$ cat config.mk
export PLATFORM = sky130hd
export DESIGN_NAME = vp_inflight_queue_flat
export DESIGN_NICKNAME = d
export VERILOG_FILES = /design/src/vp_pkg.sv /design/src/vp_if.sv /design/src/vp_inflight_queue.sv /design/src/flat_wrapper.sv
export SDC_FILE = /design/constraint.sdc
export NUM_CORES = 1
export LEC_CHECK = 0
export BUFFER_PORTS_ARGS = -buffer_cell sky130_fd_sc_hd__buf_2
export CORE_MARGIN = 2
export CORE_UTILIZATION = 60
export DETAILED_ROUTE_END_ITERATION = 6
export HOLD_SLACK_MARGIN = 0.03
export PLACE_DENSITY = 0.79
export SLEW_MARGIN = 25
export SYNTH_ARGS = -nofsm -noshare
export SYNTH_HDL_FRONTEND = slang
export SYNTH_SLANG_ARGS = --single-unit
$ cat constraint.sdc
create_clock -name clk -period 10.6 [get_ports clk]
set_clock_uncertainty 0.15 [all_clocks]
set_input_delay 3.18 -clock clk [delete_from_list [all_inputs] [get_ports clk]]
set_output_delay 3.18 -clock clk [all_outputs]
set_load 0.01 [all_outputs]
$ cat src/vp_pkg.sv
// types and apb register map shared by every block of the value predictor
// pcs are halfword aligned so bit 0 is never carried
// offsets are byte offsets inside a 16 byte apb window
package vp_pkg;

   typedef logic [31:0] word_t;      // result value
   typedef logic [31:1] pc_t;        // halfword aligned pc
   typedef logic [3:0]  apb_addr_t;  // apb byte offset

   //*********************************************************************
   // apb register map
   //*********************************************************************
   localparam apb_addr_t VP_CTRL_ADDR   = 4'h0;  // bit 0 enable
   localparam apb_addr_t VP_THRESH_ADDR = 4'h4;  // confidence threshold
   localparam apb_addr_t VP_USED_ADDR   = 4'h8;  // used predictions retired
   localparam apb_addr_t VP_MISP_ADDR   = 4'hC;  // mispredictions

   localparam word_t VP_CTRL_RESET = 32'h0000_0001;  // predictor on out of reset

endpackage

$ cat src/vp_if.sv
// stage links of the value predictor
// CONF_WIDTH must match the width used by the table
// queue space counts the entry sitting in e1
`timescale 1ns/1ps

interface vp_pred_if
   import vp_pkg::*;
#(
   parameter int CONF_WIDTH = 2
) ();
   logic                  valid;   // e1 prediction present
   pc_t                   pc;      // pc of the e1 instruction
   logic                  hit;     // tag matched at lookup
   logic [CONF_WIDTH-1:0] conf;    // confidence read at lookup
   word_t                 value;   // predicted value
   logic                  use_vp;  // prediction handed to the pipe
   logic                  space;   // room for one more past e1

   modport lookup (output valid, pc, hit, conf, value, use_vp, input space);
   modport queue  (input valid, pc, hit, conf, value, use_vp, output space);
endinterface

interface vp_retire_if
   import vp_pkg::*;
#(
   parameter int CONF_WIDTH = 2
) ();
   logic                  head_valid;  // oldest in-flight entry present
   pc_t                   head_pc;
   logic                  head_hit;
   logic [CONF_WIDTH-1:0] head_conf;
   word_t                 head_value;
   logic                  head_use;
   logic                  pop;         // only while head_valid
   logic                  clear;       // drop everything in flight

   modport queue   (output head_valid, head_pc, head_hit, head_conf, head_value,
                    head_use, input pop, clear);
   modport resolve (input head_valid, head_pc, head_hit, head_conf, head_value,
                    head_use, output pop, clear);
endinterface

$ cat src/vp_inflight_queue.sv
// in-order queue of looked-up instructions waiting for retire
// every valid e1 entry is pushed, the lookup stage never overfills it
// clear wins over push and pop at the same edge
`timescale 1ns/1ps

module vp_inflight_queue
   import vp_pkg::*;
#(
   parameter  int QUEUE_DEPTH = 8,
   parameter  int CONF_WIDTH  = 2,
   localparam int PTR_W       = (QUEUE_DEPTH > 1) ? $clog2(QUEUE_DEPTH) : 1,
   localparam int CNT_W       = $clog2(QUEUE_DEPTH + 1)
) (
   input  logic       clk,
   input  logic       reset_i,
   vp_pred_if.queue   pred,
   vp_retire_if.queue ret
);

   logic                  push;
   logic                  pop;
   logic [PTR_W-1:0]      wr_ptr;
   logic [PTR_W-1:0]      rd_ptr;
   logic [CNT_W-1:0]      count;                   // entries held
   logic [CNT_W:0]        occupancy;               // held plus e1
   pc_t                   pc_q    [QUEUE_DEPTH];
   logic                  hit_q   [QUEUE_DEPTH];
   logic [CONF_WIDTH-1:0] conf_q  [QUEUE_DEPTH];
   word_t                 value_q [QUEUE_DEPTH];
   logic                  use_q   [QUEUE_DEPTH];

   function automatic logic [PTR_W-1:0] ptr_inc(logic [PTR_W-1:0] ptr);
      return (ptr == PTR_W'(QUEUE_DEPTH - 1)) ? '0 : ptr + 1'b1;
   endfunction

   assign push = pred.valid;
   assign pop  = ret.pop;

   assign occupancy  = {1'b0, count} + (CNT_W + 1)'(pred.valid);
   assign pred.space = occupancy < QUEUE_DEPTH;

   always_ff @(posedge clk) begin
      if (reset_i || ret.clear) begin
         wr_ptr <= '0;
         rd_ptr <= '0;
         count  <= '0;
      end else begin
         if (push) wr_ptr <= ptr_inc(wr_ptr);
         if (pop)  rd_ptr <= ptr_inc(rd_ptr);
         count <= count + CNT_W'(push) - CNT_W'(pop);
      end
   end

   always_ff @(posedge clk) begin
      if (push) begin
         pc_q[wr_ptr]    <= pred.pc;
         hit_q[wr_ptr]   <= pred.hit;
         conf_q[wr_ptr]  <= pred.conf;
         value_q[wr_ptr] <= pred.value;
         use_q[wr_ptr]   <= pred.use_vp;
      end
   end

   // oldest entry
   assign ret.head_valid = count != '0;
   assign ret.head_pc    = pc_q[rd_ptr];
   assign ret.head_hit   = hit_q[rd_ptr];
   assign ret.head_conf  = conf_q[rd_ptr];
   assign ret.head_value = value_q[rd_ptr];
   assign ret.head_use   = use_q[rd_ptr];

   // decode gating upstream keeps a slot free for the e1 entry
   a_no_push_full: assert property (@(posedge clk) disable iff (reset_i || ret.clear)
      push |-> count < QUEUE_DEPTH);

   a_no_pop_empty: assert property (@(posedge clk) disable iff (reset_i || ret.clear)
      pop |-> count != '0);

endmodule

$ cat src/flat_wrapper.sv
// flat-port wrapper written by rule: the top's interface ports become plain ports
module vp_inflight_queue_flat import vp_pkg::*;
#(
   parameter  int QUEUE_DEPTH = 8,
   parameter  int CONF_WIDTH  = 2,
   localparam int PTR_W       = (QUEUE_DEPTH > 1) ? $clog2(QUEUE_DEPTH) : 1,
   localparam int CNT_W       = $clog2(QUEUE_DEPTH + 1)
)
  (clk, reset_i, pred_valid, pred_pc, pred_hit, pred_conf, pred_value, pred_use_vp, pred_space, ret_head_valid, ret_head_pc, ret_head_hit, ret_head_conf, ret_head_value, ret_head_use, ret_pop, ret_clear);
  vp_pred_if #(.CONF_WIDTH(CONF_WIDTH)) pred_i ();
  vp_retire_if #(.CONF_WIDTH(CONF_WIDTH)) ret_i ();
  input  logic clk;
  input  logic reset_i;
  input wire logic [$bits(pred_i.valid)-1:0] pred_valid;
  input wire logic [$bits(pred_i.pc)-1:0] pred_pc;
  input wire logic [$bits(pred_i.hit)-1:0] pred_hit;
  input wire logic [$bits(pred_i.conf)-1:0] pred_conf;
  input wire logic [$bits(pred_i.value)-1:0] pred_value;
  input wire logic [$bits(pred_i.use_vp)-1:0] pred_use_vp;
  output wire logic [$bits(pred_i.space)-1:0] pred_space;
  output wire logic [$bits(ret_i.head_valid)-1:0] ret_head_valid;
  output wire logic [$bits(ret_i.head_pc)-1:0] ret_head_pc;
  output wire logic [$bits(ret_i.head_hit)-1:0] ret_head_hit;
  output wire logic [$bits(ret_i.head_conf)-1:0] ret_head_conf;
  output wire logic [$bits(ret_i.head_value)-1:0] ret_head_value;
  output wire logic [$bits(ret_i.head_use)-1:0] ret_head_use;
  input wire logic [$bits(ret_i.pop)-1:0] ret_pop;
  input wire logic [$bits(ret_i.clear)-1:0] ret_clear;
  assign pred_i.valid = pred_valid;
  assign pred_i.pc = pred_pc;
  assign pred_i.hit = pred_hit;
  assign pred_i.conf = pred_conf;
  assign pred_i.value = pred_value;
  assign pred_i.use_vp = pred_use_vp;
  assign pred_space = pred_i.space;
  assign ret_head_valid = ret_i.head_valid;
  assign ret_head_pc = ret_i.head_pc;
  assign ret_head_hit = ret_i.head_hit;
  assign ret_head_conf = ret_i.head_conf;
  assign ret_head_value = ret_i.head_value;
  assign ret_head_use = ret_i.head_use;
  assign ret_i.pop = ret_pop;
  assign ret_i.clear = ret_clear;
  vp_inflight_queue #(.QUEUE_DEPTH(QUEUE_DEPTH), .CONF_WIDTH(CONF_WIDTH)) u_core (.clk(clk), .reset_i(reset_i), .pred(pred_i), .ret(ret_i));
endmodule
Yosys cells after proc, flatten, opt, wreduce, memory -nomap -nowiden
Memories as Yosys holds them, arrays and structs flattened. A register that Yosys moved wholly into a read port is not among the register bits.
Index checks and enable logic that the tools add are counted.
{ "totals": {"ff_bits": 10, "ramBits": 536, "n_memories": 5, "output_inout_bits": 69, "in_bits": 72, "word_cells": 32} }
{ "mem_list": {"columns": ["name", "depth", "width", "rd", "rd_clocked_by_memory_dff", "write_ports", "line_no", "rtl"], "rows": [
  ["u_core.value_q", 8, 32, 1, 1, 1, "vp_inflight_queue.sv:29", "word_t value_q [QUEUE_DEPTH];"],
  ["u_core.pc_q", 8, 31, 1, 1, 1, "vp_inflight_queue.sv:26", "pc_t pc_q [QUEUE_DEPTH];"],
  ["u_core.conf_q", 8, 2, 1, 1, 1, "vp_inflight_queue.sv:28", "logic [CONF_WIDTH-1:0] conf_q [QUEUE_DEPTH];"],
  ["u_core.hit_q", 8, 1, 1, 1, 1, "vp_inflight_queue.sv:27", "logic hit_q [QUEUE_DEPTH];"],
  ["u_core.use_q", 8, 1, 1, 1, 1, "vp_inflight_queue.sv:30", "logic use_q [QUEUE_DEPTH];"]
]} }
{ "op_classes": {"n_reduce_logical": 2, "magnitude_cmp": 1, "eq_ne": 2, "add_sub_neg": 5, "muxes": 14} }
{ "op_table": {"columns": ["cell", "count"], "rows": [
  ["two-way mux 3 bit", 12],
  ["adder 3 x 1 -> 3 bit, second input constant", 2],
  ["equality test 3 bit, second input constant", 2],
  ["adder 4 x 1 -> 5 bit", 1],
  ["less-than comparator 5 x 4 -> 1 bit, second input constant", 1],
  ["adder 4 x 1 -> 4 bit", 1],
  ["nonzero test 4 bit", 1],
  ["subtractor 4 x 1 -> 4 bit", 1],
  ["two-way mux 1 bit", 2],
  ["logical OR 1 bit", 1]
]} }

Logic depth before layout (Yosys ltp)
Gate-level depths: netlist of run 1.
{ "depth": {"depth_word": 4, "ltp_mapped": 7, "ltp_nobuf": 7} }

Least setup slack after synthesis of run 1
OpenSTA, ideal clock, no wires.
{ "synth_timing": {"path_kind": "input to register", "from": "input pred_valid", "to": "memory u_core.conf_q[0][0], enable pin", "t_arrival_ps": 7839, "slack_ps": 2037, "cell_stages": 2, "n_path_buf": 0, "setup_ps": 575, "t_required_ps": 9875, "path_cell_list": "nand2b_1 -> nor3_1"} }
{ "synth_between": {"elab_chain_cells": 2} }
{ "synth_rtl": {"columns": ["element", "line_no", "rtl"], "rows": [
  ["start, declared", "flat_wrapper.sv:14", "input wire logic [$bits(pred_i.valid)-1:0] pred_valid;"],
  ["two-way mux 1 bit", "vp_inflight_queue.sv:55", "if (push) begin"],
  ["two-way mux 1 bit (implied by the code)", "vp_inflight_queue.sv:58", "conf_q[wr_ptr] <= pred.conf;"],
  ["end, declared", "vp_inflight_queue.sv:28", null]
]} }
Every way passes these cells.

Worst setup path in the final report of run 1
{ "layout_timing": {"from": "input pred_valid", "to": "output pred_space"} }
{ "layout_between": {"elab_chain_cells": 2} }
{ "layout_rtl": {"columns": ["element", "line_no", "rtl"], "rows": [
  ["adder 4 x 1 -> 5 bit", "vp_inflight_queue.sv:39", "assign occupancy = {1'b0, count} + (CNT_W + 1)'(pred.valid);"],
  ["less-than comparator 5 x 4 -> 1 bit", "vp_inflight_queue.sv:40", "assign pred.space = occupancy < QUEUE_DEPTH;"],
  ["end, declared", "flat_wrapper.sv:20", "output wire logic [$bits(pred_i.space)-1:0] pred_space;"]
]} }
Every way passes these cells.

==> results of run 1 <==
-- cell usage after synthesis --
master    count
a21o_1        1
inv_1         7
nand2_1       6
or2_1         1
o21ai_1       1
edfxtp_1    536
fa_1          1
nor3b_1       1
ha_1         11
nand2b_1      5
mux2_4       60
mux2i_1       3
clkbuf_1     10
buf_2        15
a21oi_1       5
clkbuf_4      2
o21ai_0       2
nand3_1       2
buf_6         1
buf_1         3
or3_1         1
mux2_2        7
dfxtp_1      13
nand3b_1      2
and2_1        3
mux4_1       16
nor3_1        2
xnor2_1       1
mux4_2      118
nor2_1       11
buf_12        7
-- area by class of cell --
type / instances / area [sq um]
Sequential cell: 549 / 16400
Multi-Input combinational cell: 260 / 4530
Fill cell: 1999 / 10600
Clock buffer: 67 / 1420
Tap cell: 455 / 569
Inverter: 7 / 26.3
Timing Repair Buffer: 159 / 856
Antenna cell: 5 / 12.5
Clock inverter: 28 / 293
-- worst max-delay path by stage --
stage	slack, ps	cells after the start	start	end
3_5_place_dp	3470	5	pred_valid	pred_space
5_1_grt	3350	5	pred_valid	pred_space
2_1_floorplan	2040	2	pred_valid	u_core.conf_q[0][0]
3_3_place_gp	3460	5	pred_valid	pred_space
6_report	3490	5	pred_valid	pred_space
4_1_cts	3480	5	pred_valid	pred_space
-- metal layers --
layer	track usage [%]	up-vias	share of wire (%)
li1	-	3997	-
met1	29.0	4848	39
met2	37.4	277	52
met3	5.28	48	6.9
met4	5.71	4	1.6
met5	0	-	0.066
-- power breakdown --
| group | internal (mW) | switching, mW |
|---|---|---|
| clock | 1.09 | 0.753 |
| sequential | 2.41 | 0.0128 |
| combinational | 0.0878 | 0.0949 |
-- critical path, cell delays in order --
cell     delay (ps)
buf_2           150
nand2_1          90
o21ai_0         150
o21ai_1          70
buf_2           140
-- flip-flops by register name, indices dropped and copies added (netlist names), named ones only --
register        cells
u_core.wr_ptr       3
u_core.conf_q      16
u_core.rd_ptr       3
u_core.count        4
u_core.pc_q       248
u_core.use_q        8
u_core.hit_q        8
u_core.value_q    256
-- logic make-up after synthesis --
kind of cell | share of synthesized area, %
flops | 77.4
mux | 19.3
buf+inv | 1.50
simple gates | 0.799
fa+ha+maj | 0.746
compound gates | 0.225
xor+xnor | 0.0414
==> results.cfg, run 1 <==
[critical_path]
ff2ff_setup_slack_ps = 8100
endpoint_kind = primary output
worstPathArrival_ps = 3780
critical_path_class = input port to primary output
r2r-start = u_core.wr_ptr[0]
reg2reg_to = u_core.value_q[0][11]
reg2reg_depth = 4
startpoint_type = input port
cp.required_ps = 7270
path_max_fanout = 8

[global_routing]
antenna_found_initial = 7
globalRouteTotalUtil_pct = 22.0
grt_pass1_vias = 9734
grt_max_degree = 93
overflow = 0
grt_pass1_wl_microns = 58700

[place]
place_area_sq_mm = 0.0223
hpwl_microns = 20300
place_inst = 1430
place_congestion = 0.725
numPortBuffers = 140
post-place-ws_ps = 3470

[floorplan]
die_w_microns = 192
rows = 68
coreArea_sq_mm = 0.0346
die_h_microns = 192
ioPinCount = 141
initial_core_util_pct = 61.1
dieArea_sq_mm = 0.0368

[sta]
slew-limit-headroom_pct = 31.4
finalHoldViolCount = 0
tightestPinTransition_ps = 1030
post-route-period-util_pct = 67.1
min_period_ps = 7110
setup-violations-final = 0
slew_viol_final = 0
fin_ws_ps = 3490
fin_tns_setup_ps = 0
fin_worst_hold_slack_ps = 348
rsz0062_at_grt = no
fmaxAchievable_ghz = 0.141

[cts]
cts_root_buf = clkbuf_16
cts_tree = done
clock_latency_ps = 560
post_cts_resized = 0
path_clk_slew_ps = 60
cts_max_path_buffers = 3
htreeDepth = 2
cts_buffers = 53
cts.sinks = 549
ctsHoldBuffers = 0
post_cts_buffers = 0

[yosys]
yosysWarnings = 0
synth_cell_types = 31
synth_top_area_share_pct = 76.1
syn_nets = 938
syn_area_sq_mm = 0.0211
synth_area_per_cell_sq_um = 24.8
synth_top_area_cell = edfxtp_1
yosys_register_bits = 549
synth.area.top_cells = edfxtp_1, mux4_2, mux2_4
syn_inst = 854
yosysSeqAreaShare_pct = 77.4

[finish]
drive_gt1_share_pct = 40.0
fin_util_pct = 69.5
areaGrowthSynthToFinish_pct = 13.8
finalInstanceArea_sq_mm = 0.0241
final_cells = 1530
final_cell_mix = edfxtp_1, buf_2, mux4_2
fin_nets = 1114
final_common_cell = edfxtp_1

[power]
powerDensity_mw_per_mm2 = 185
p_leak_nw = 7.86
total_power_mw = 4.45
irDropWorstVdd_v = 0.000193

[hold_path]
holdPathStages = 2
worstHoldStart = u_core.rd_ptr[1]
hold_class = flip-flop to flip-flop

[route]
wl_per_cell_microns = 25.6
vias_per_cell = 6.00
final_antenna_net_count = 0
drt_pass1_iterations = 7
drtIter0Drc = 631
vias = 9174
drc_errors = 0
routed_wl_microns = 39200

[run]
maxCapViolations = 0

[run_status]
status = finished clean
(Power assumes the default switching activity.)
==> inputs of run 2 (changes only) <==
Settings changed: CORE_UTILIZATION 60 to 54, PLACE_DENSITY 0.79 to 0.75.
Clock period 10.6 ns to 5.85 ns, I/O delays scaled along.
==> run 2 against run 1 <==
Compared with the run above:
- register-to-register slack got worse by 4700 ps
- critical path type is now flip-flop to primary output
- critical endpoint is now ret_head_value[31]
- clock power rose by 71%
- largest cell class unchanged
- utilization fell by 6.9 points
- sequential power rose by 81%
- highest routed layer unchanged
- wire length fell by 3.6%
- count of clock-buffer cells in the layout fell by 1
==> results.cfg, run 2 (same netlist as run 1, synthesis figures left out) <==
[finish]
fin_nets = 1119
largest_reg_flops = 256
final_common_cell = edfxtp_1
largestRegisters = u_core.value_q x256, u_core.pc_q x248, u_core.conf_q x16
fillers = 2567
top_register = u_core.value_q
drive_gt1_share_pct = 39.6
areaGrowthSynthToFinish_pct = 14.4
final_cell_mix = edfxtp_1, buf_2, mux4_2

[critical_path]
worstPathArrival_ps = 2770
crit_chain = buf_12 > mux4_1 > mux2_2 > buf_2
reg2reg_depth = 3
slowest_stage = dfxtp_4
cp.required_ps = 3940
startpoint_type = flip-flop
slowest_delay_ps = 710
path_max_fanout = 45
critPathBufInv = 2
crit_family = multiplexers
critical_path_class = flip-flop to primary output
endpoint_kind = primary output
reg2reg_to = u_core.hit_q[4]
ff2ff_setup_slack_ps = 3430
r2r-start = u_core.wr_ptr[2]

[place]
numPortBuffers = 140
hpwl_microns = 20400
place_congestion = 0.708

[floorplan]
die_w_microns = 202
dieArea_sq_mm = 0.0408
rows = 72
coreArea_sq_mm = 0.0386
die_h_microns = 202
initial_core_util_pct = 54.7
ioPinCount = 141

[cts]
ctsHoldBuffers = 0
clock_latency_ps = 560
cts.sinks = 549
path_clk_slew_ps = 60
post_cts_resized = 0
cts_max_path_buffers = 3
cts_root_buf = clkbuf_16
post_cts_buffers = 0
cts_buffers = 53
htreeDepth = 2
cts_tree = done

[route]
drtIter0Drc = 621
vias_per_cell = 5.68
drt_pass1_iterations = 4
wl_per_cell_microns = 23.7
routed_wl_microns = 37800
drc_errors = 0
vias = 9054
final_antenna_net_count = 0

[sta]
tightestPinTransition_ps = 932
fmaxAchievable_ghz = 0.214
fin_tns_setup_ps = 0
rsz0062_at_grt = no
finalHoldViolCount = 0
slew-limit-headroom_pct = 37.7
post-route-period-util_pct = 79.9
min_period_ps = 4680
setup-violations-final = 0
slew_viol_final = 0

[run]
maxCapViolations = 0

[global_routing]
overflow = 0
globalRouteTotalUtil_pct = 19.1
grt_pass1_vias = 9523
antenna_found_initial = 5
grt_pass1_wl_microns = 57900
grt_max_degree = 68

[power]
powerDensity_mw_per_mm2 = 325
total_power_mw = 7.87
irDropWorstVdd_v = 0.000230
p_leak_nw = 7.85

[run_status]
status = finished clean

[hold_path]
worstHoldStart = u_core.rd_ptr[1]
holdPathStages = 2
hold_class = flip-flop to flip-flop
run 2: how the worst max path moves through the flow:
stage                     cells past startpoint  slack (ps)                   to
after floorplan                               2         510  u_core.conf_q[6][0]
after global placement                        5        1550           pred_space
after detailed placement                      5        1580           pred_space
after CTS                                     4        1090   ret_head_value[31]
after global routing                          4         970   ret_head_value[31]
final                                         4        1170   ret_head_value[31]
run 2: power breakdown:
group / switching, mW / internal, mW / total (mW)
registers: 0.0213 / 4.37 / 4.39
clock network: 1.33 / 1.83 / 3.15
logic: 0.171 / 0.162 / 0.333
total: 1.52 / 6.36 / 7.87
run 2: area by class of cell:
cell class                 instances  area [sq um]  area share [%]
inverter                           7          26.3           0.109
sequential                       549         16400            67.7
clock inverter                    26           219           0.905
timing repair buffer             164          1010            4.16
antenna                            3          7.51          0.0310
multi-input combinational        260          4540            18.8
clock buffer                      66          1380            5.69
tap                              518           648            2.68
run 2: metal layers:
layer / track usage (%) / vias to the layer above / wire length (microns)
met5: 0 / - / 19
met4: 4.46 / 4 / 559
li1: - / 4007 / -
met2: 31.7 / 241 / 19100
met3: 4.55 / 46 / 2290
met1: 26.1 / 4756 / 15800
run 2: metrics by stage:
stage	utilization [%]	cell area (sq um)	setup WS, ps	hold WS, ps	cells
5_1_grt	62.6	24200	973	412	1592
3_5_place_dp	58.4	22600	1580	327	1498
6_report	62.6	24200	1170	349	1593
2_1_floorplan	-	21200	510	307	854
3_3_place_gp	58.4	22600	1550	312	1498
4_1_cts	62.6	24200	1090	351	1590
run 2: worst min-delay path, delay by kind of cell (launching register included):
kind | cells | cell delay, ps
simple gates | 1 | 70
compound gates | 1 | 60
flops | 1 | 320
